### src/memSys_consts.svh
// memory subsystem constants
`ifndef MEM_SYS_CONSTS_SVH
`define MEM_SYS_CONSTS_SVH

// memory sizes in bytes, powers of two
`define MEM_ROM_SIZE 4096
`define MEM_RAM_SIZE 4096

// region select, address bits 31:28
`define MEM_ROM_BASE 4'h0
// timer registers live here
`define MEM_TIMER_BASE 4'h4
// data ram, program stack sits at 0x5000_0500
`define MEM_RAM_BASE 4'h5

// timer register byte offsets, address bits 3:0
`define TIMER_REG_CMP 4'h0
`define TIMER_REG_CNT 4'h4
`define TIMER_REG_CTRL 4'h8

// control register holds enable in bit 0 and pending in bit 1

// length of the built-in test program in words
`define ROM_PROG_WORDS 22

`endif

### src/memPkg.sv
// memory subsystem types
`default_nettype none

package memPkg;

    // data word on every data path
    typedef logic [31:0] word;

    // byte lane enables, same order as wishbone sel
    // bit 0 is bits 7:0
    typedef logic [3:0] byteSel;

    // address decode result
    // regNone answers with an error
    typedef enum logic [1:0] {
        regNone  = 2'd0,
        regRom   = 2'd1,
        regRam   = 2'd2,
        regTimer = 2'd3
    } region;

endpackage

`default_nettype wire

### src/cycleTimer.sv
// cycle timer
`timescale 1ns/1ps
`default_nettype none

`include "memSys_consts.svh"

module cycleTimer (
    input  logic        clk,
    input  logic        arstN,
    input  logic        tmrWe,
    input  logic [3:0]  regOffset,
    input  memPkg::word wdata,
    output memPkg::word rdata,
    output logic        irq
);
    import memPkg::*;

    word  cmpReg;
    word  cntReg;
    // control bits
    logic enable;
    logic pending;
    // counter reached compare
    logic hit;

    assign hit = enable & (cntReg == cmpReg);

    always_ff @(posedge clk or negedge arstN) begin
        if (!arstN) begin
            cmpReg  <= '0;
            cntReg  <= '0;
            enable  <= 1'b0;
            pending <= 1'b0;
        end else begin
            // period wrap, pending is sticky
            if (hit) begin
                cntReg  <= '0;
                pending <= 1'b1;
            end else if (enable) begin
                cntReg <= cntReg + 32'd1;
            end
            // bus writes override the count
            if (tmrWe) begin
                case (regOffset)
                    `TIMER_REG_CMP: begin
                        cmpReg <= wdata;
                    end
                    `TIMER_REG_CNT: begin
                        cntReg <= wdata;
                    end
                    `TIMER_REG_CTRL: begin
                        enable <= wdata[0];
                        // write one to clear
                        if (wdata[1]) begin
                            pending <= 1'b0;
                        end
                    end
                    default: begin
                    end
                endcase
            end
        end
    end

    // captured at the request edge, pre-write value
    always_ff @(posedge clk) begin
        case (regOffset)
            `TIMER_REG_CMP:  rdata <= cmpReg;
            `TIMER_REG_CNT:  rdata <= cntReg;
            `TIMER_REG_CTRL: rdata <= {30'd0, pending, enable};
            default:         rdata <= '0;
        endcase
    end

    assign irq = pending;

endmodule

`default_nettype wire

### config.mk
export PLATFORM = sky130hd
export DESIGN_NAME = cycleTimer
export DESIGN_NICKNAME = d
export VERILOG_FILES = /design/src/memPkg.sv /design/src/cycleTimer.sv
export VERILOG_INCLUDE_DIRS = /design/src
export SDC_FILE = /design/constraint.sdc
export NUM_CORES = 1
export LEC_CHECK = 0
export BUFFER_PORTS_ARGS = -buffer_cell sky130_fd_sc_hd__buf_2
export CORE_MARGIN = 1.5
export CORE_UTILIZATION = 47
export CTS_CLUSTER_SIZE = 8
export DETAILED_ROUTE_END_ITERATION = 10
export GPL_TIMING_DRIVEN = 1
export PLACE_DENSITY = 0.78
export SYNTH_ARGS = -nofsm -noshare
export SYNTH_HDL_FRONTEND = slang
export SYNTH_SLANG_ARGS = --single-unit
### constraint.sdc
create_clock -name clk -period 3.3 [get_ports clk]
set_input_delay 0.33 -clock clk [delete_from_list [all_inputs] [get_ports clk]]
set_output_delay 0.33 -clock clk [all_outputs]
set_load 0.1 [all_outputs]
* Word level (Yosys, flattened, before mapping)
Cells that the tools add are included.
** Storage, ports and cells
- Memories kept :: 0
- Register bits :: 98
- Bits in latches :: 0
- Bits in writable memories :: 0
- Memory bits (read-only) :: 0
** Cells by class
- Eq/ne operators :: 3
- Divide/modulo/power cells :: 0
- Multiply operators :: 0
- Magnitude comparators :: 0
- Reduce and logical (&&, ||, !) cells :: 3
- Muxes and demuxes :: 9
- Add/sub/neg operators :: 1
- Bitwise gates (word level) :: 1
- Shift operators :: 0
** Operators by type and width (number)
- 32-bit 2-to-1 mux :: 4
- 32-bit one-hot mux with 3 select lines :: 1
- 32-bit by 1-bit adder with 32-bit output (second input constant) :: 1
- 32-bit == test :: 1
- 4-bit by 3-bit == test with 1-bit output (second input constant) :: 1
- 4-bit == test (second input constant) :: 1
- 4-bit logical NOT :: 1
- 1-bit 2-to-1 mux :: 4
- 2-bit AND reduction :: 2
- 1-bit AND :: 1

* Longest topological paths before layout
Gate-level depths: netlist of the first run.
- Depth after elaboration :: 6
- Gate-level depth with buffers :: 7
- Depth with buffers taken out :: 6

* Least setup slack after synthesis of the first run
OpenSTA, ideal clock, no wires.
- Path kind :: flip-flop to flip-flop
- From :: reg cntReg[10]
- To :: reg cntReg[24]
- Stages on the path, launching flop included :: 8
- Library setup time :: 135 ps
- Path buffers :: 2
- Arrival :: 1836 ps
- Slack :: 1329 ps
- Path through :: dfrtp_1 -> buf_6 -> xor2_1 -> nor4_1 -> nand4_1 -> nor4_4 -> buf_6 -> o31ai_1
** Between the ends
- Cells in the longest elaborated chain, start to end :: 5
- Elaborated cells between the ends (all ways) :: 7
- Those cells by class :: 1 x add/sub; 1 x eq/ne; 4 x mux; 1 x bitwise
** RTL lines
- start, declared :: line cycleTimer.sv:19 : word cntReg;
- start signal, assigned :: line cycleTimer.sv:40 : cntReg <= cntReg + 32'd1;
- start signal, assigned :: line cycleTimer.sv:49 : cntReg <= wdata;
- 32-bit by 1-bit adder with 32-bit output or 32-bit == test (tied branches) :: line cycleTimer.sv:40, cycleTimer.sv:26
- 32-bit 2-to-1 mux or 1-bit AND (tied branches) :: line cycleTimer.sv:39, cycleTimer.sv:26
- 32-bit 2-to-1 mux * :: line cycleTimer.sv:36 : if (hit) begin
- 32-bit 2-to-1 mux :: line cycleTimer.sv:44 : case (regOffset)
- 32-bit 2-to-1 mux * :: line cycleTimer.sv:43 : if (tmrWe) begin
Every way passes the cells marked *; elsewhere a longest branch is shown, timed or not.
A chain may end at the register's enable or synchronous reset.

* Final worst setup path of the first run
- From :: reg cntReg[8]
- To :: reg cntReg[0]
** Between the ends
- Cells in the longest elaborated chain, start to end :: 5
** RTL lines
- 32-bit == test * :: line cycleTimer.sv:26 : assign hit = enable & (cntReg == cmpReg);
- 1-bit AND * :: line cycleTimer.sv:26
- 32-bit 2-to-1 mux * :: line cycleTimer.sv:36
- 32-bit 2-to-1 mux :: line cycleTimer.sv:44
- 32-bit 2-to-1 mux * :: line cycleTimer.sv:43
Marks and branches as above.

==> metrics.md, run 1 <==
| Metric | Value |
|---|---|
| Setup TNS Final | `0 ns` |
| Clock Path Buffers | `2` |
| Via density | `roughly 5.8` |
| Power per cell area | `roughly 680 nW/um2` |
| Port bufs | `just over 70` |
| Row cnt | `36` |
| Most numerous cell in the Yosys netlist | `dfrtp_1` |
| First-pass GRT wire length | `18100 um` |
| Hold worst-path end | `irq$_DFF_PN0_` |
| TritonCTS clock tree | `done` |
| Kind of critical path | `reg -> reg` |
| CTS buffer count | `9` |
| Worst hold path cell count | `2` |
| Slowest cell on crit path | `nor4_4` |
| Register bit total from synthesis | `between 90 and 100` |
| Netlist Area Pre-Place | `approximately 4600 um2` |
| DRT Pass-1 Iters | `5` |
| Die height | `102 um` |
| Worst-Margin Slew | `1.11 ns` |
| Layout Cells excl Fill | `621` |
| Mux cell area share after synthesis | `0.0888` |
| # Max-Cap Violations | `0` |
| Hold slack | `0.157 ns` |
| Crit path DAT | `2.60 ns` |
| Compound-Gate Fraction of Synth Area | `0.116` |
| Leakage | `around 2.2 nW` |
| Clock root buffer | `clkbuf_8` |
| Yosys warnings | `0` |
| Clock Latency Late Sink | `0.36 ns` |
| DR WL/cell | `17.9 um` |
| Placed cell count | `605` |
| CTS Hold Bufs | `0` |
| Detailed Place HPWL | `7860 um` |
| Core ar. | `9680 um2` |
| Average size of a mapped cell | `11.0 um2` |
| Fraction of layout cells with a size suffix above 1 | `0.285` |
| Max Freq | `0.422 GHz` |
| Area Overhead vs Synth | `14.9%` |
| Slew Limit Fails | `0` |
| Synth Flop Type | `dfrtp_1` |
| Critical path launch point type | `flop` |
| Final period util | `0.718` |
| Worst Path Max Fanout | `13` |
| Synthesized Nets | `462` |
| Critical Path RT | `3.53 ns` |
| Period minus WS final | `2.37 ns` |
| Max Clock Skew | `0.0102 ns` |
| Seq/Total Area, Yosys | `0.494` |
| Count of unique library cells instantiated by Yosys | `39` |
| Final Setup Violations | `0` |
| Worst r2r src | `cntReg[8]$_DFF_PN0_` |
| Syn Inst Count | `422` |
| CP Cell Sequence | `xnor2_1 > nor4b_1 > nand4_1 > nor4_4 > buf_4 > o31ai_1` |
| Slew headroom | `0.260` |
| Share of the synthesized area in the top cell type | `0.356` |
| Starting density of the core | `0.479` |
| Final GP Congestion | `0.919` |
| Ports | `72` |
| Reg-to-reg endpoint | `cntReg[0]$_DFF_PN0_` |
| Post-CTS Resized | `0` |
| Antenna cells | `0` |
| XOR/XNOR share of the synthesized area | `0.117` |
| Initial antenna violation count | `0` |
| Post-synth EDFFs | `0` |
| Fin nets | `523` |
| GR Util All Layers | `0.229` |
| Global route overflow | `0` |
| R2R cell count | `6` |
| Synth top area cells | `dfrtp_1 (36%), dfxtp_1 (14%), mux2_2 (8.0%)` |
| Via count | `about 3600` |
| Largest family of logic cells by synthesized area | `simple AND/OR/NAND/NOR gates` |
| Final count of hold timing violations | `0` |
| Initial drt markers | `224` |
| Status | `finished clean` |
| Overall Power | `3.62 mW` |
| Vias in the first global route | `between 3000 and 4000` |
| Synth area leader | `dfrtp_1` |
| Sink Count | `98` |
| Maximum VDD drop | `0.000281 V` |
| RSZ-0062 raised after global routing | `no` |
| Top cells by count, synth | `dfrtp_1 (66), nand2_1 (44), xor2_1 (39)` |
| H-tree Lvls | `3` |
| Post-route DRC | `0` |
| Worst min path class | `in -> reg` |
| Die W | `between 100 and 150 um` |
| Critical path's largest stage delay | `0.57 ns` |
| Synth Area in Adders | `0.00270` |
| Hold path startpoint | `wdata[1]` |
| Post-Synth Simple-Gate Area | `0.150` |
| Setup Fix Bufs, Post-CTS | `0` |
| Synth async-reset ratio | `0.673` |
| Drt total wl | `11100 um` |
| CP endpoint kind | `flop` |
| Clock transition at path regs | `~0.09 ns` |
| Register-to-register setup slack | `0.93 ns` |
| Post-DRT Antenna Nets | `0` |
| Largest net degree at the start of global routing | `51` |
| Die area | `10500 um2` |
==> final cells by class <==
type / instances / area (um2)
tap: 133 / 166
fill: 853 / 4360
clock buffer: 11 / 141
clock inverter: 5 / 85.1
inverter: 1 / 3.75
sequential: 98 / 2290
multi-input combinational: 293 / 2220
timing repair buffer: 80 / 423
==> sequential cells by signal (all words and copies together) (netlist names) <==
register  cells
cmpReg       32
cntReg       32
rdata        32
enable        1
irq           1
==> stage by stage <==
| stage | setup WS (ns) | utilization | instance area, um2 |
|---|---|---|---|
| 2_1_floorplan | 1.33 | - | 4640 |
| 3_3_place_gp | 1.01 | 0.527 | 5100 |
| 3_5_place_dp | 0.965 | 0.527 | 5100 |
| 4_1_cts | 0.958 | 0.550 | 5330 |
| 5_1_grt | 0.708 | 0.550 | 5330 |
| 6_report | 0.930 | 0.550 | 5330 |
==> how the worst max path moves through the flow <==
stage                                     from              endpoint  slack, ns  depth (start not counted)
after floorplan           cntReg[10]$_DFF_PN0_  cntReg[24]$_DFF_PN0_       1.33                          7
after global placement     cntReg[8]$_DFF_PN0_   cntReg[1]$_DFF_PN0_       1.01                          6
after detailed placement   cntReg[8]$_DFF_PN0_   cntReg[0]$_DFF_PN0_       0.97                          6
after CTS                  cntReg[8]$_DFF_PN0_   cntReg[0]$_DFF_PN0_       0.96                          6
after global routing       cntReg[8]$_DFF_PN0_   cntReg[1]$_DFF_PN0_       0.71                          6
final                      cntReg[8]$_DFF_PN0_   cntReg[0]$_DFF_PN0_       0.93                          6
==> cells by family (layout without fill, tap and decap cells) <==
family | after synthesis | in the layout
fa+ha+maj | 1 | 1
simple gates | 127 | 127
flops | 98 | 98
xor+xnor | 62 | 62
mux | 37 | 37
compound gates | 66 | 66
buf+inv | 31 | 97
==> layer usage <==
metal,share of wire,track usage,vias to the layer above
li1,-,-,1665
met1,0.43,0.306,1777
met2,0.47,0.365,150
met3,0.063,0.0363,38
met4,0.038,0.106,0
met5,0,0,-
==> report_power, final <==
group	switching [mW]	internal (mW)	total (mW)
combinational	0.586	0.392	0.978
clock	0.418	0.452	0.870
sequential	0.337	1.43	1.77
total	1.34	2.28	3.62
==> worst max-delay path, delay by kind of cell, from the launching register on <==
kind | cells | cell delay (ns)
AND/OR/NAND/NOR | 3 | 1.04
AO/OA/AOI/OAI | 1 | 0.12
XOR/XNOR | 1 | 0.30
buffers and inverters | 1 | 0.32
flip-flops | 1 | 0.45
==> layout by cell type, fill, tap and decap left out, types with 3 or more instances in the layout <==
| master | count |
|---|---|
| dfrtp_1 | 66 |
| and4_1 | 6 |
| nor4_1 | 19 |
| clkbuf_8 | 10 |
| nand3_1 | 15 |
| buf_2 | 71 |
| nand4_1 | 10 |
| a22o_1 | 29 |
| xnor2_1 | 23 |
| dfxtp_1 | 32 |
| nor2_1 | 7 |
| nand2_1 | 44 |
| mux2i_1 | 4 |
| buf_4 | 9 |
| and2_1 | 3 |
| o31ai_1 | 31 |
| mux2_2 | 33 |
| xor2_1 | 39 |
| nor3_1 | 8 |
(Power assumes the default switching activity.)
==> run 2, diff against run 1 <==
- clock period: 3.3 -> 2.37 ns (I/O delays scaled with it)
==> run 2 against run 1 <==
  * Non-clock buffer count increased by 3
  * Critical path type unchanged
  * Core utilization increased by 0.16 points
  * Hold slack got worse by 0.10 ns
  * Cell count increased by 0.48%
  * Setup slack got worse by 0.67 ns
  * Combinational power increased by 39%
  * First-iteration DRC count decreased by 1.3%
  * Clock-buffer cell count decreased by 2
  * Largest power group unchanged
  * Die area unchanged
  * Sequential power increased by 38%
  * Via count decreased by 1.7%
  * Sequential share of layout area decreased by 0.12 points
==> metrics.md, run 2 (same netlist as run 1, synthesis figures left out) <==
| Metric | Value |
|---|---|
| Most frequent cells in the layout | `buf_2 (71), dfrtp_1 (66), nand2_1 (44)` |
| GR Util All Layers | `0.232` |
| RSZ-0062 raised after global routing | `no` |
| Final period util | `0.890` |
| Overall Power | `approximately 4.9 mW` |
| Via density | `~5.7` |
| Status | `finished clean` |
| Clock Power Share | `0.219` |
| Clock transition at path regs | `0.09 ns` |
| Max Freq | `0.474 GHz` |
| Layout Utilization | `0.552` |
| Final GP Congestion | `~0.95` |
| Sink Count | `98` |
| Die height | `a little over 100 um` |
| Antenna cells | `0` |
| Detailed Place HPWL | `7900 um` |
| Die area | `10500 um2` |
| Sequential power share | `0.503` |
| Kind of critical path | `reg -> reg` |
| Net load switching power | `1.85 mW` |
| Final Setup Violations | `0` |
| Drt total wl | `11400 um` |
| CTS buffer count | `9` |
| Clock Path Buffers | `2` |
| Post-DRT Antenna Nets | `0` |
| Ports | `between 70 and 80` |
| Starting density of the core | `0.479` |
| Row cnt | `36` |
| Crit path DAT | `~2.4 ns` |
| Area Overhead vs Synth | `15.2%` |
| Slew headroom | `0.562` |
| Worst min path class | `in -> reg` |
| Die W | `102 um` |
| Period minus WS final | `2.11 ns` |
| Layout Cells excl Fill | `between 600 and 700` |
| First-pass GRT wire length | `18400 um` |
| Initial drt markers | `221` |
| Initial antenna violation count | `0` |
| Setup Fix Bufs, Post-CTS | `0` |
| Combinational share of power | `0.278` |
| H-tree Lvls | `3` |
| Fraction of layout cells with a size suffix above 1 | `0.289` |
| Max Clock Skew | `0.0208 ns` |
| Commonest non-fill, non-tap cell in the layout | `buf_2` |
| Maximum VDD drop | `0.000352 V` |
| CP endpoint kind | `flop` |
| R2R cell count | `6` |
| Worst Path Max Fanout | `12` |
| Final count of hold timing violations | `0` |
| TritonCTS clock tree | `done` |
| Via count | `about 3600` |
| Worst-Margin Slew | `0.651 ns` |
| Hold slack | `roughly 0.054 ns` |
| DR WL/cell | `approximately 18 um` |
| Switching part of the total | `0.378` |
| Filler cells | `850` |
| Worst hold path cell count | `2` |
| Fin nets | `526` |
| Global route overflow | `0` |
| CTS Hold Bufs | `1` |
| Post-CTS Resized | `0` |
| Core ar. | `9680 um2` |
| Vias in the first global route | `3589` |
| Leakage | `around 2.3 nW` |
| Largest net degree at the start of global routing | `67` |
| Clock root buffer | `clkbuf_8` |
| Power per cell area | `913 nW/um2` |
| DRT Pass-1 Iters | `4` |
| Placed cell count | `607` |
| Int Pwr | `3.03 mW` |
| Setup TNS Final | `0 ns` |
| Slew Limit Fails | `0` |
| Critical path launch point type | `flop` |
| Clock Latency Late Sink | `around 0.38 ns` |
| # Max-Cap Violations | `0` |
| Top Registers | `cmpReg: 32 flops, cntReg: 32 flops, rdata: 32 flops` |
| Critical Path RT | `2.61 ns` |
| Post-route DRC | `0` |
| Port bufs | `71` |
[run 2: cell types whose count changed in the layout (fill, tap and decap cells not counted), sizes merged]
cell / delta
buf: +2
bufinv: -1
clkbuf: -2
clkinv: +4
clkinvlp: -1
dlygate4sd3: +1
[run 2: worst paths after layout]
check	slack, ns	endpoint	startpoint
hold / removal	0.05	irq$_DFF_PN0_	wdata[1]
min in group asynchronous	0.40	cmpReg[11]$_DFFE_PN0P_	arstN
setup / recovery	0.26	cntReg[4]$_DFF_PN0_	cntReg[0]$_DFF_PN0_
max in group asynchronous	1.67	cmpReg[2]$_DFFE_PN0P_	arstN
hold reg to reg	0.54	rdata[7]$_DFF_P_	cmpReg[7]$_DFFE_PN0P_
setup reg to reg	0.26	cntReg[4]$_DFF_PN0_	cntReg[0]$_DFF_PN0_
[run 2: worst max-delay path, stage by stage (launching register included)]
cell     delay (ns)
dfrtp_1        0.46
xor2_1         0.21
nor4b_1        0.32
nand4_1        0.19
nor4_4         0.42
buf_4          0.27
o31ai_1        0.10
[run 2: per-stage QoR]
stage,worst slack (ns),instance area [um2]
after floorplan,0.399,4640
after global placement,0.303,5140
after detailed placement,0.276,5140
after CTS,0.245,5340
after global routing,0.0873,5340
final,0.260,5340
[run 2: final cells by class]
cell class	count	area, um2	share of cell area
repair buffers	83	473	0.0885
multi-input cells	293	2220	0.415
inverters	1	3.75	0.000703
clock buffers	9	124	0.0232
flip-flops and latches	98	2290	0.429
well taps	133	166	0.0311
clock inverters	7	67.6	0.0126
[run 2: per-layer routing]
layer,vias up,GRT usage,wire length (um)
met3,20,0.0616,671
met5,-,0,0
met2,115,0.349,5340
met1,1760,0.321,5150
met4,0,0.0906,240
li1,1672,-,-
[run 2: power by group through the flow]
stage | clock network (mW) | registers [mW] | logic [mW]
4_1_cts | 1.08 | 2.45 | 1.35
3_3_place_gp | 0 | 2.46 | 1.30
6_report | 1.07 | 2.45 | 1.36
5_1_grt | 1.15 | 2.51 | 1.46
3_5_place_dp | 0 | 2.48 | 1.34
2_1_floorplan | 0 | 2.48 | 0.951
