--- config.mk ---
export PLATFORM = sky130hd
export DESIGN_NAME = busCtrl
export DESIGN_NICKNAME = d
export VERILOG_FILES = /design/src/memPkg.sv /design/src/busCtrl.sv
export VERILOG_INCLUDE_DIRS = /design/src
export SDC_FILE = /design/constraint.sdc
export NUM_CORES = 1
export LEC_CHECK = 0
export BUFFER_PORTS_ARGS = -buffer_cell sky130_fd_sc_hd__buf_2
export CORE_AREA = 2 2 66 68
export DETAILED_ROUTE_END_ITERATION = 12
export DIE_AREA = 0 0 68 70
export PLACE_DENSITY_LB_ADDON = 0.15
export SLEW_MARGIN = 20
export SYNTH_ARGS = -nofsm -noshare
export SYNTH_HDL_FRONTEND = slang
export SYNTH_SLANG_ARGS = --single-unit
--- constraint.sdc ---
create_clock -name clk -period 2.32 [get_ports clk]
set_input_delay 0.232 -clock clk [delete_from_list [all_inputs] [get_ports clk]]
set_output_delay 0.232 -clock clk [all_outputs]
set_load 0.1 [all_outputs]
--- src/memSys_consts.svh ---
// memory subsystem constants
`ifndef MEM_SYS_CONSTS_SVH
`define MEM_SYS_CONSTS_SVH

// memory sizes in bytes, powers of two
`define MEM_ROM_SIZE 4096
`define MEM_RAM_SIZE 4096

// region select, address bits 31:28
`define MEM_ROM_BASE 4'h0
// timer registers live here
`define MEM_TIMER_BASE 4'h4
// data ram, program stack sits at 0x5000_0500
`define MEM_RAM_BASE 4'h5

// timer register byte offsets, address bits 3:0
`define TIMER_REG_CMP 4'h0
`define TIMER_REG_CNT 4'h4
`define TIMER_REG_CTRL 4'h8

// control register holds enable in bit 0 and pending in bit 1

// length of the built-in test program in words
`define ROM_PROG_WORDS 22

`endif

--- src/memPkg.sv ---
// memory subsystem types
`default_nettype none

package memPkg;

    // data word on every data path
    typedef logic [31:0] word;

    // byte lane enables, same order as wishbone sel
    // bit 0 is bits 7:0
    typedef logic [3:0] byteSel;

    // address decode result
    // regNone answers with an error
    typedef enum logic [1:0] {
        regNone  = 2'd0,
        regRom   = 2'd1,
        regRam   = 2'd2,
        regTimer = 2'd3
    } region;

endpackage

`default_nettype wire

--- src/busCtrl.sv ---
// wishbone bus control
`timescale 1ns/1ps
`default_nettype none

`include "memSys_consts.svh"

module busCtrl (
    input  logic        clk,
    input  logic        arstN,
    input  logic        wbCyc,
    input  logic        wbStb,
    input  logic        wbWe,
    input  logic [31:0] wbAdr,
    output memPkg::word wbDatR,
    output logic        wbAck,
    output logic        wbErr,
    input  memPkg::word romRdata,
    input  memPkg::word ramRdata,
    input  memPkg::word tmrRdata,
    output logic        ramWe,
    output logic        tmrWe
);
    import memPkg::*;

    // decode of the current address
    region decRegion;
    // region of the request being answered
    region regionQ;
    // first cycle of a request
    logic  newReq;
    // answer with err
    logic  badReq;

    // a request still facing its own answer is not taken again
    assign newReq = wbCyc & wbStb & ~wbAck & ~wbErr;

    // top nibble selects the block
    always_comb begin
        case (wbAdr[31:28])
            `MEM_ROM_BASE:   decRegion = regRom;
            `MEM_RAM_BASE:   decRegion = regRam;
            `MEM_TIMER_BASE: decRegion = regTimer;
            default:         decRegion = regNone;
        endcase
    end

    // unmapped, or a write to rom
    assign badReq = (decRegion == regNone) | ((decRegion == regRom) & wbWe);

    // one cycle write strobes, legal writes only
    assign ramWe = newReq & wbWe & (decRegion == regRam);
    assign tmrWe = newReq & wbWe & (decRegion == regTimer);

    // answer one cycle after the request is seen
    always_ff @(posedge clk or negedge arstN) begin
        if (!arstN) begin
            wbAck   <= 1'b0;
            wbErr   <= 1'b0;
            regionQ <= regNone;
        end else begin
            wbAck <= newReq & ~badReq;
            wbErr <= newReq & badReq;
            if (newReq) begin
                regionQ <= decRegion;
            end
        end
    end

    // read mux, zero outside the ack cycle
    always_comb begin
        wbDatR = '0;
        if (wbAck) begin
            case (regionQ)
                // address still held, rom reads through
                regRom:   wbDatR = romRdata;
                regRam:   wbDatR = ramRdata;
                regTimer: wbDatR = tmrRdata;
                default:  wbDatR = '0;
            endcase
        end
    end

endmodule

`default_nettype wire

**Word level (Yosys, flattened, before mapping)**

Index checks and enable logic that the tools add are counted.

- Equal/unequal tests: 8
- Bitwise operators: 13
- Mux-type cells: 3
- Reduce and logical (&&, ||, !) cells: 2

Operators by type and width:

| kind | number |
|---|---|
| 32-bit one-hot mux with 3 select lines | 1 |
| 32-bit two-way mux | 1 |
| 1-bit bitwise AND | 9 |
| 2-bit equality test (second input constant) | 4 |
| 4-bit by 3-bit equality test with 1-bit output (second input constant) | 2 |
| 2-bit one-hot mux with 3 select lines | 1 |
| 2-bit by 1-bit equality test with 1-bit output (second input constant) | 2 |
| 4-bit zero test | 1 |
| 1-bit NOT | 3 |
| 2-bit zero test | 1 |
| 1-bit bitwise OR | 1 |

- Word-level logic and storage cells: 29
- Register bits: 4
- Bits of input ports: 133

**Longest topological paths before layout**

Gate-level depths: netlist of run 1.

- Word-level depth: 7
- Gate-level depth with buffers: 4
- Mapped depth without buffers: 2

**Worst setup path before layout of run 1**

OpenSTA, ideal clock, no wires.

- Path kind: reg-to-output
- From: reg wbErr
- To: out ramWe
- Required time: 2088 ps
- Path slack: -1963 ps
- Stages on the path, launching flop included: 4
- Data arrival time: 4051 ps
- Cells stage by stage: dfrtp_1 > nand4bb_1 > clkbuf_1 > nor4_1

- Longest elaborated chain between the ends: 4

RTL lines:

| element | line | text |
|---|---|---|
| from (decl) | busCtrl.sv:16 | `output logic wbErr,` |
| from (signal assigned) | busCtrl.sv:62 | `wbErr <= newReq & badReq;` |
| 1-bit NOT | busCtrl.sv:35 | `assign newReq = wbCyc & wbStb & ~wbAck & ~wbErr;` |
| 1-bit bitwise AND | busCtrl.sv:35 |  |
| 1-bit bitwise AND (2 in a row) | busCtrl.sv:51 | `assign ramWe = newReq & wbWe & (decRegion == regRam);` |
| to (decl) | busCtrl.sv:20 | `output logic ramWe,` |

No other way between the ends.

**Worst setup path in the final report of run 1**

- From: reg regionQ[0]
- To: out wbDatR[14]

- Longest elaborated chain between the ends: 3
- Elaborated cells on any way between the ends: 5
- Those cells by class: eq/ne: 3; mux: 2

RTL lines:

| element | line | text |
|---|---|---|
| from (decl) | busCtrl.sv:28 | `region regionQ;` |
| from (signal assigned) | busCtrl.sv:59 | `regionQ <= regNone;` |
| from (signal assigned) | busCtrl.sv:64 | `regionQ <= decRegion;` |
| 2-bit equality test / 2-bit by 1-bit equality test with 1-bit output (equally long branches) | busCtrl.sv:73 | `case (regionQ)` |
| 32-bit one-hot mux with 3 select lines (*) | busCtrl.sv:73 |  |
| 32-bit two-way mux (*) | busCtrl.sv:72 | `if (wbAck) begin` |
| to (decl) | busCtrl.sv:14 | `output memPkg::word wbDatR,` |

Every way passes the cells marked *; elsewhere a longest branch is shown, timed or not.

==> results.sh, run 1 <==
export IMPL_synth_fp_nets=266
export IMPL_maxCapViolCount=0
export IMPL_max_stage_delay_ps=820
export IMPL_cp_num_buf_inv=2
export IMPL_fin_crit_sh=0.926
export IMPL_dieWidth_um=68
export IMPL_wl_met1_um=1520
export IMPL_routedWlPerCell_um=13.0
export IMPL_htree_levels=1
export IMPL_required_ps=2090
export IMPL_clock_latency_ps=210
export IMPL_power_leakage_nw=1.00
export IMPL_cts_clk_slew_worst_paths_ps=30
export IMPL_initial_core_util=0.261
export IMPL_layout_commonest_cell="buf_2"
export IMPL_cts_tree="done"
export IMPL_syn_mean_instance_area_um2=8.15
export IMPL_fillers=364
export IMPL_grt_overflow_total=0
export IMPL_cts_made_buffers=3
export IMPL_min_path_type="input pin to flop"
export IMPL_antenna_left=0
export IMPL_hold_viol=0
export IMPL_clkPwrFrac=0.200
export IMPL_seq_power_share=0.153
export IMPL_cp_arrival_ps=1920
export IMPL_setup_worst_path_class="flop to output pin"
export IMPL_routed_top_layer="met4"
export IMPL_clockBufferDepth=2
export IMPL_fin_skew_ps=0.296
export IMPL_critPathTopFamily="flip-flops"
export IMPL_layout_drive_gt1_share=0.715
export IMPL_synthArstFlopShare=1.00
export IMPL_wl_um=4140
export IMPL_gp_congestion=0.695
export IMPL_ioPinCount=169
export IMPL_p_int_w=0.000369
export IMPL_p_per_area_nw_per_um2=284
export IMPL_antenna_found_initial=0
export IMPL_clock_fmax_mhz=465
export IMPL_yosysSeqAreaShare=0.0924
export IMPL_synthCells=133
export IMPL_ir_drop_mv=0.308
export IMPL_switching_power_w=0.000347
export IMPL_cts_sinks=4
export IMPL_yosysUniqueCellTypes=20
export IMPL_rsz0062_at_grt="no"
export IMPL_vias_per_cell=4.92
export IMPL_synth_seq_cells=4
export IMPL_end_kind="output pin"
export IMPL_remaining_drc_errors=0
export IMPL_die_height_um=70
export IMPL_syn_cell_area_um2=1080
export IMPL_core_area_um2=4140
export IMPL_slew_viol_final=0
export IMPL_comb_power_share=0.647
export IMPL_critPathSlowestCell="dfrtp_4"
export IMPL_clockRootBuffer="clkbuf_8"
export IMPL_post_cts_buffers=0
export IMPL_syn_to_final_growth_pct=132
export IMPL_slew_headroom=0.591
export IMPL_final_nets=402
export IMPL_dr_pass1_iters=4
export IMPL_setup_violations=0
export IMPL_period_needed_ps=2150
export IMPL_worst_pin_slew_ps=614
export IMPL_final_cell_mix="123 x buf_2, 33 x mux2i_1, 33 x a21oi_1"
export IMPL_grtUsageTotal=0.172
export IMPL_dp_hpwl_um=3400
export IMPL_grt_max_degree=44
export IMPL_hold_buffers=1
export IMPL_synthFlopType="dfrtp_1"
export IMPL_crit_chain="buf_4 -> a21oi_1 -> a211oi_4 -> buf_12"
export IMPL_grt_pass1_wl_um=6640
export IMPL_die_area_um2=4760
export IMPL_antenna_cells=0
export IMPL_synth_edf_count=0
export IMPL_yosysWarnings=0
export IMPL_met2_length_um=2140
export IMPL_crit_fanout=35
export IMPL_p_sw_frac=0.485
export IMPL_grt_pass1_vias=1555
export IMPL_cts_resized_gates=0
export IMPL_start_kind="flop"
export IMPL_outcome="complete, no violations"
export IMPL_num_rows=24
export IMPL_met3_length_um=456
export IMPL_io_buffers=140
export IMPL_fin_util=0.607
export IMPL_drtIter0Drc=49
export IMPL_setup_tns_ps=0
export IMPL_dr_total_vias=1570
## cell families after synthesis
family / count (synthesis) / share of synthesized area
AND/OR/NAND/NOR: 7 / 0.0462
AO/OA/AOI/OAI: 66 / 0.423
flip-flops: 4 / 0.0924
buffers and inverters: 22 / 0.124
multiplexers: 34 / 0.315
## power groups by stage
stage / registers [W] / clock network, W / logic (W)
floorplan: 0.0000894 / 0 / 0.000359
global placement: 0.000111 / 0 / 0.000459
detailed placement: 0.000111 / 0 / 0.000470
CTS: 0.000110 / 0.000146 / 0.000472
global route: 0.000112 / 0.000154 / 0.000504
finish: 0.000110 / 0.000143 / 0.000463
## cell usage after synthesis (2+ instances only)
library cell	n	area share
nor4_1	2	0.012
inv_1	3	0.010
buf_2	9	0.042
a21oi_1	33	0.15
buf_12	2	0.037
mux2i_1	33	0.30
a211oi_1	23	0.16
dfrtp_1	4	0.092
clkbuf_1	5	0.017
a211oi_2	9	0.10
## final cells by class
class                           instances  area, um2  share of cell area
Clock buffer                            3       41.3              0.0164
Inverter                                4       15.0             0.00596
Multi-Input combinational cell        107       1220               0.485
Sequential cell                         4        113              0.0447
Tap cell                               52       65.1              0.0258
Timing Repair Buffer                  149       1060               0.422
## routing by layer
metal / GRT usage / up-vias
li1: - / 764
met4: 0.0267 / 0
met2: 0.328 / 85
met3: 0.0290 / 4
met5: 0 / -
met1: 0.195 / 717
## worst paths after layout
path,cells after the start,slack (ps),to,start
max,4,170,wbDatR[14],regionQ[0]
min,2,220,wbAck,wbAdr[29]
max reg2reg,3,930,regionQ[0],wbAck
min reg2reg,3,830,regionQ[1],regionQ[1]
max in group asynchronous,2,1840,wbAck,arstN
min in group asynchronous,2,350,regionQ[0],arstN
## through the flow
stage                     instances  instance area (um2)  setup WS [ps]  total power, W  hold WS (ps)
after floorplan                 133                 1470          -47.8        0.000449         -63.6
after global placement          315                 2470            406        0.000569          37.4
after detailed placement        315                 2470            377        0.000581          39.9
after CTS                       319                 2520            149        0.000728           217
after global routing            319                 2520           88.5        0.000770           222
final                           319                 2520            171        0.000716           221
## worst register-to-register path, delay by kind of cell (launching register included)
| family | cells | cell delay [ps] |
|---|---|---|
| DFF | 1 | 470 |
| and+or+nand+nor | 1 | 260 |
| buffers and inverters | 1 | 220 |
| muxes | 1 | 320 |
## sequential cells by signal (all words and copies together) (netlist names)
| register | cells |
|---|---|
| wbAck | 1 |
| wbErr | 1 |
| regionQ | 2 |
Note: power is estimated with default switching activity, not from simulation.
==> run 2, diff against run 1 <==
Settings changed: ABC_AREA set to 1, CORE_AREA 2 2 66 68 to unset, CORE_ASPECT_RATIO set to 0.75, CORE_UTILIZATION set to 34, DIE_AREA 0 0 68 70 to unset, MAX_ROUTING_LAYER set to met4.
==> results.sh, run 2 <==
export IMPL_layout_commonest_cell="buf_2"
export IMPL_slew_viol_final=0
export IMPL_worst_pin_slew_ps=595
export IMPL_period_needed_ps=2040
export IMPL_yosysSeqAreaShare=0.0794
export IMPL_min_path_type="input pin to flop"
export IMPL_ys_top_cells_by_area="nand3_1 52%, nand2_1 12%, inv_1 12%"
export IMPL_die_area_um2=3960
export IMPL_synth_top_area_frac=0.516
export IMPL_crit_fanout=31
export IMPL_outcome="complete, no violations"
export IMPL_synth_area_leader_cell="nand3_1"
export IMPL_ir_drop_mv=0.244
export IMPL_grt_overflow_total=0
export IMPL_num_rows=18
export IMPL_p_per_area_nw_per_um2=275
export IMPL_grt_pass1_vias=1590
export IMPL_setup_violations=0
export IMPL_ioPinCount=169
export IMPL_remaining_drc_errors=0
export IMPL_yosysUniqueCellTypes=11
export IMPL_layout_drive_gt1_share=0.416
export IMPL_syn_mean_instance_area_um2=5.13
export IMPL_fillers=369
export IMPL_hold_slack_ps=303
export IMPL_dp_hpwl_um=3330
export IMPL_yosysWarnings=0
export IMPL_syn_cell_area_um2=1260
export IMPL_wl_um=4400
export IMPL_synthArstFlopShare=1.00
export IMPL_final_cell_mix="137 x buf_2, 130 x nand3_1, 41 x nand2_1"
export IMPL_dieWidth_um=72.3
export IMPL_gp_congestion=0.758
export IMPL_synth_most_common_cell="nand3_1"
export IMPL_fin_skew_ps=1.86
export IMPL_io_buffers=140
export IMPL_grt_pass1_wl_um=6830
export IMPL_cp_arrival_ps=1810
export IMPL_initial_core_util=0.368
export IMPL_grt_max_degree=33
export IMPL_cts_tree="done"
export IMPL_drtIter0Drc=63
export IMPL_synthCells=246
export IMPL_end_kind="output pin"
export IMPL_r2r_setup_slack_ps=1020
export IMPL_antenna_cells=0
export IMPL_synth_fp_nets=379
export IMPL_syn_to_final_growth_pct=60.9
export IMPL_routedWlPerCell_um=10.3
export IMPL_maxCapViolCount=0
export IMPL_vias_per_cell=4.73
export IMPL_largest_reg_flops=2
export IMPL_setup_worst_path_class="flop to output pin"
export IMPL_synth_seq_cells=4
export IMPL_antenna_left=0
export IMPL_clock_latency_ps=210
export IMPL_slew_headroom=0.603
export IMPL_cts_clk_slew_worst_paths_ps=30
export IMPL_htree_levels=1
export IMPL_synthFlopType="dfrtp_1"
export IMPL_power_leakage_nw=1.39
export IMPL_final_nets=511
export IMPL_dr_pass1_iters=4
export IMPL_clock_fmax_mhz=490
export IMPL_hold_viol=0
export IMPL_antenna_found_initial=0
export IMPL_synth_common_cells="130 x nand3_1, 41 x nand2_1, 40 x inv_1"
export IMPL_post_cts_buffers=0
export IMPL_cts_made_buffers=3
export IMPL_required_ps=2090
export IMPL_die_height_um=54.7
export IMPL_regMostFlops="regionQ"
export IMPL_synth_edf_count=0
export IMPL_clockBufferDepth=2
export IMPL_clockRootBuffer="clkbuf_8"
export IMPL_total_power_w=0.000559
export IMPL_core_area_um2=3420
export IMPL_dr_total_vias=2021
export IMPL_start_kind="flop"
export IMPL_fin_crit_sh=0.880
export IMPL_cts_sinks=4
export IMPL_grtUsageTotal=0.222
export IMPL_rsz0062_at_grt="no"
export IMPL_top_regs="regionQ (2), wbAck (1), wbErr (1)"
run 2: cell count changes after synthesis, moves of 4 or more:
cell and change:
nand2_1 +41, a211oi_2 -9, nor2_1 +4, nand3_1 +130, inv_1 +37, mux2i_1 -33, a21oi_1 -32, a211oi_1 -23
buf_4 +7, buf_6 +6
run 2: area by class of cell:
class	instances	area, um2	share of cell area
inverters	40	150	0.0740
multi-input cells	178	838	0.413
well taps	50	62.6	0.0308
clock buffers	4	45.0	0.0222
repair buffers	151	831	0.409
flip-flops and latches	4	103	0.0506
run 2: path summary, 6_finish.rpt:
check,start,to,depth (start not counted)
worst max-delay path,regionQ[0],wbDatR[25],6
worst min-delay path,wbAdr[29],regionQ[0],4
worst max register to register,wbAck,regionQ[1],5
worst min register to register,wbErr,regionQ[0],5
max in group asynchronous,arstN,regionQ[0],2
min in group asynchronous,arstN,regionQ[0],2
run 2: kinds of logic (layout without fill, tap and decap cells):
| kind of cell | Yosys count | count (layout) | synth area share |
|---|---|---|---|
| flip-flops | 4 | 4 | 0.0794 |
| AO/OA/AOI/OAI | 2 | 2 | 0.00793 |
| AND/OR/NAND/NOR | 176 | 176 | 0.653 |
| buffers and inverters | 64 | 195 | 0.260 |
run 2: routing by layer:
metal	up-vias	GRT usage	wire length, um
met2	104	0.389	2060
met1	845	0.274	1900
met3	4	0.0313	407
met5	-	-	0
li1	1068	-	-
met4	0	0.0556	26
run 2: worst max-delay path: stages, from the launching register on:
cell,delay (ps)
dfrtp_2,490
buf_4,340
nand3_1,110
nand3_1,100
nand2_1,50
inv_1,70
buf_2,420
run 2: timing repair:
item / 4_1_cts / 5_1_grt
endpoints found under the hold margin: 4 / 0
resized for setup: 0 / 0
hold buffers: 1 / 0
run 2: stage by stage:
stage	worst slack, ps	area (um2)	util	cells	setup TNS (ps)
after CTS	278	2030	0.593	427	0
after global placement	503	1970	0.577	422	0
final	279	2030	0.593	427	0
after global routing	127	2030	0.593	427	0
after detailed placement	509	1970	0.577	422	0
after floorplan	-79.4	1270	-	246	-159
run 2: power by group:
part | total [W] | leakage (nW) | switching [W] | internal, W
Sequential | 0.0000855 | 0.0510 | 0.00000993 | 0.0000755
Combinational | 0.000320 | 1.32 | 0.000191 | 0.000129
Clock | 0.000153 | 0.0228 | 0.0000357 | 0.000117
==> run 3, diff against run 2 <==
Settings changed: ABC_AREA 1 to 0, CORE_AREA set to 2 2 66 68, CORE_ASPECT_RATIO 0.75 to unset, CORE_UTILIZATION 34 to unset, DIE_AREA set to 0 0 68 70.
==> results.sh, run 3 (synthesis results as in run 1) <==
export IMPL_dieWidth_um=68
export IMPL_cts_tree="done"
export IMPL_grt_pass1_vias=1556
export IMPL_multi_input_area_um2=1220
export IMPL_end_kind="output pin"
export IMPL_gp_congestion=0.702
export IMPL_final_nets=402
export IMPL_layout_drive_gt1_share=0.715
export IMPL_cts_resized_gates=0
export IMPL_maxCapViolCount=0
export IMPL_regMostFlops="regionQ"
export IMPL_dp_hpwl_um=3400
export IMPL_start_kind="flop"
export IMPL_io_buffers=140
export IMPL_dr_total_vias=1570
export IMPL_ioPinCount=169
export IMPL_ir_drop_mv=0.308
export IMPL_htree_levels=1
export IMPL_grt_overflow_total=0
export IMPL_clock_fmax_mhz=465
export IMPL_clock_latency_ps=210
export IMPL_fin_skew_ps=0.296
export IMPL_grt_max_degree=44
export IMPL_cts_clk_slew_worst_paths_ps=30
export IMPL_setup_violations=0
export IMPL_place_area_um2=2470
export IMPL_power_leakage_nw=1.00
export IMPL_fin_crit_sh=0.926
export IMPL_layout_commonest_cell="buf_2"
export IMPL_setup_ws_ps=171
export IMPL_pre_cts_ws_ps=377
export IMPL_critPathSlowestCell="dfrtp_4"
export IMPL_slew_headroom=0.591
export IMPL_min_path_type="input pin to flop"
export IMPL_required_ps=2090
export IMPL_die_height_um=70
export IMPL_worst_pin_slew_ps=614
export IMPL_outcome="complete, no violations"
export IMPL_setup_worst_path_class="flop to output pin"
export IMPL_initial_core_util=0.261
export IMPL_grtUsageTotal=0.176
export IMPL_setup_tns_ps=0
export IMPL_p_per_area_nw_per_um2=284
export IMPL_antenna_left=0
export IMPL_core_area_um2=4140
export IMPL_crit_fanout=35
export IMPL_fillers=364
export IMPL_cp_num_buf_inv=2
export IMPL_cts_sinks=4
export IMPL_period_needed_ps=2150
export IMPL_routedWlPerCell_um=13.0
export IMPL_remaining_drc_errors=0
export IMPL_syn_to_final_growth_pct=132
export IMPL_slew_viol_final=0
export IMPL_regArea_um2=113
export IMPL_critPathTopFamily="flip-flops"
export IMPL_stdcell_area_um2=2520
export IMPL_rsz0062_at_grt="no"
export IMPL_vias_per_cell=4.92
export IMPL_largest_reg_flops=2
export IMPL_cts_made_buffers=3
export IMPL_hold_viol=0
export IMPL_grt_pass1_wl_um=6630
export IMPL_antenna_found_initial=0
export IMPL_die_area_um2=4760
export IMPL_dr_pass1_iters=4
export IMPL_wl_um=4150
export IMPL_cp_arrival_ps=1920
export IMPL_clockRootBuffer="clkbuf_8"
export IMPL_clockBufferDepth=2
export IMPL_crit_chain="buf_4 -> a21oi_1 -> a211oi_4 -> buf_12"
export IMPL_final_cell_mix="123 x buf_2, 33 x mux2i_1, 33 x a21oi_1"
export IMPL_max_stage_delay_ps=820
export IMPL_drtIter0Drc=49
export IMPL_antenna_cells=0
export IMPL_num_rows=24
export IMPL_top_regs="regionQ (2), wbAck (1), wbErr (1)"
## run 3: changes by cell type in the layout (fill, tap and decap cells not counted), sizes merged, moves of 2 or more
cell / before / now
nand2: 41 / 0
mux2i: 0 / 33
inv: 40 / 4
nor2: 5 / 1
a211oi: 0 / 32
a21oi: 1 / 33
buf: 150 / 148
nand3: 130 / 0
nor4: 0 / 2
## run 3: stage by stage
step / hold slack [ps] / total power [W] / cells / utilization
after floorplan: -63.6 / 0.000449 / 133 / -
after global placement: 37.4 / 0.000569 / 315 / 0.595
after detailed placement: 39.9 / 0.000581 / 315 / 0.595
after CTS: 217 / 0.000728 / 319 / 0.607
after global routing: 222 / 0.000770 / 319 / 0.607
final: 221 / 0.000716 / 319 / 0.607
## run 3: timing repair
| item | 4_1_cts | 5_1_grt |
|---|---|---|
| endpoints found under the hold margin | 4 | 0 |
| buffers inserted | 0 | 0 |
| hold buffers | 1 | 0 |
| setup endpoints to repair | 0 | 0 |
## run 3: power by group
part | leakage (nW) | internal, W | switching (W)
Sequential | 0.0472 | 0.0000772 | 0.0000323
Combinational | 0.931 | 0.000181 | 0.000282
Clock | 0.0216 | 0.000110 | 0.0000329
Total | 1.00 | 0.000369 | 0.000347
## run 3: path summary, 6_finish.rpt
| kind | startpoint | endpoint | slack (ps) | depth (start not counted) |
|---|---|---|---|---|
| worst min-delay path | wbAdr[29] | wbAck | 220 | 2 |
| max in group asynchronous | arstN | wbAck | 1840 | 2 |
| min in group asynchronous | arstN | regionQ[0] | 350 | 2 |
| worst max-delay path | regionQ[0] | wbDatR[14] | 170 | 4 |
| worst min register to register | regionQ[1] | regionQ[1] | 830 | 3 |
| worst max register to register | wbAck | regionQ[0] | 930 | 3 |
## run 3: per-layer routing
layer / wire [um] / global-route usage / up-vias
met4: 26 / 0.0267 / 0
met5: 0 / - / -
li1: - / - / 764
met3: 448 / 0.0274 / 4
met1: 1530 / 0.195 / 717
met2: 2140 / 0.328 / 85
## run 3: area by class of cell
class,instances,area share
multi-input combinational,107,0.485
timing repair buffer,149,0.422
sequential,4,0.0447
tap,52,0.0258
clock buffer,3,0.0164
inverter,4,0.00596
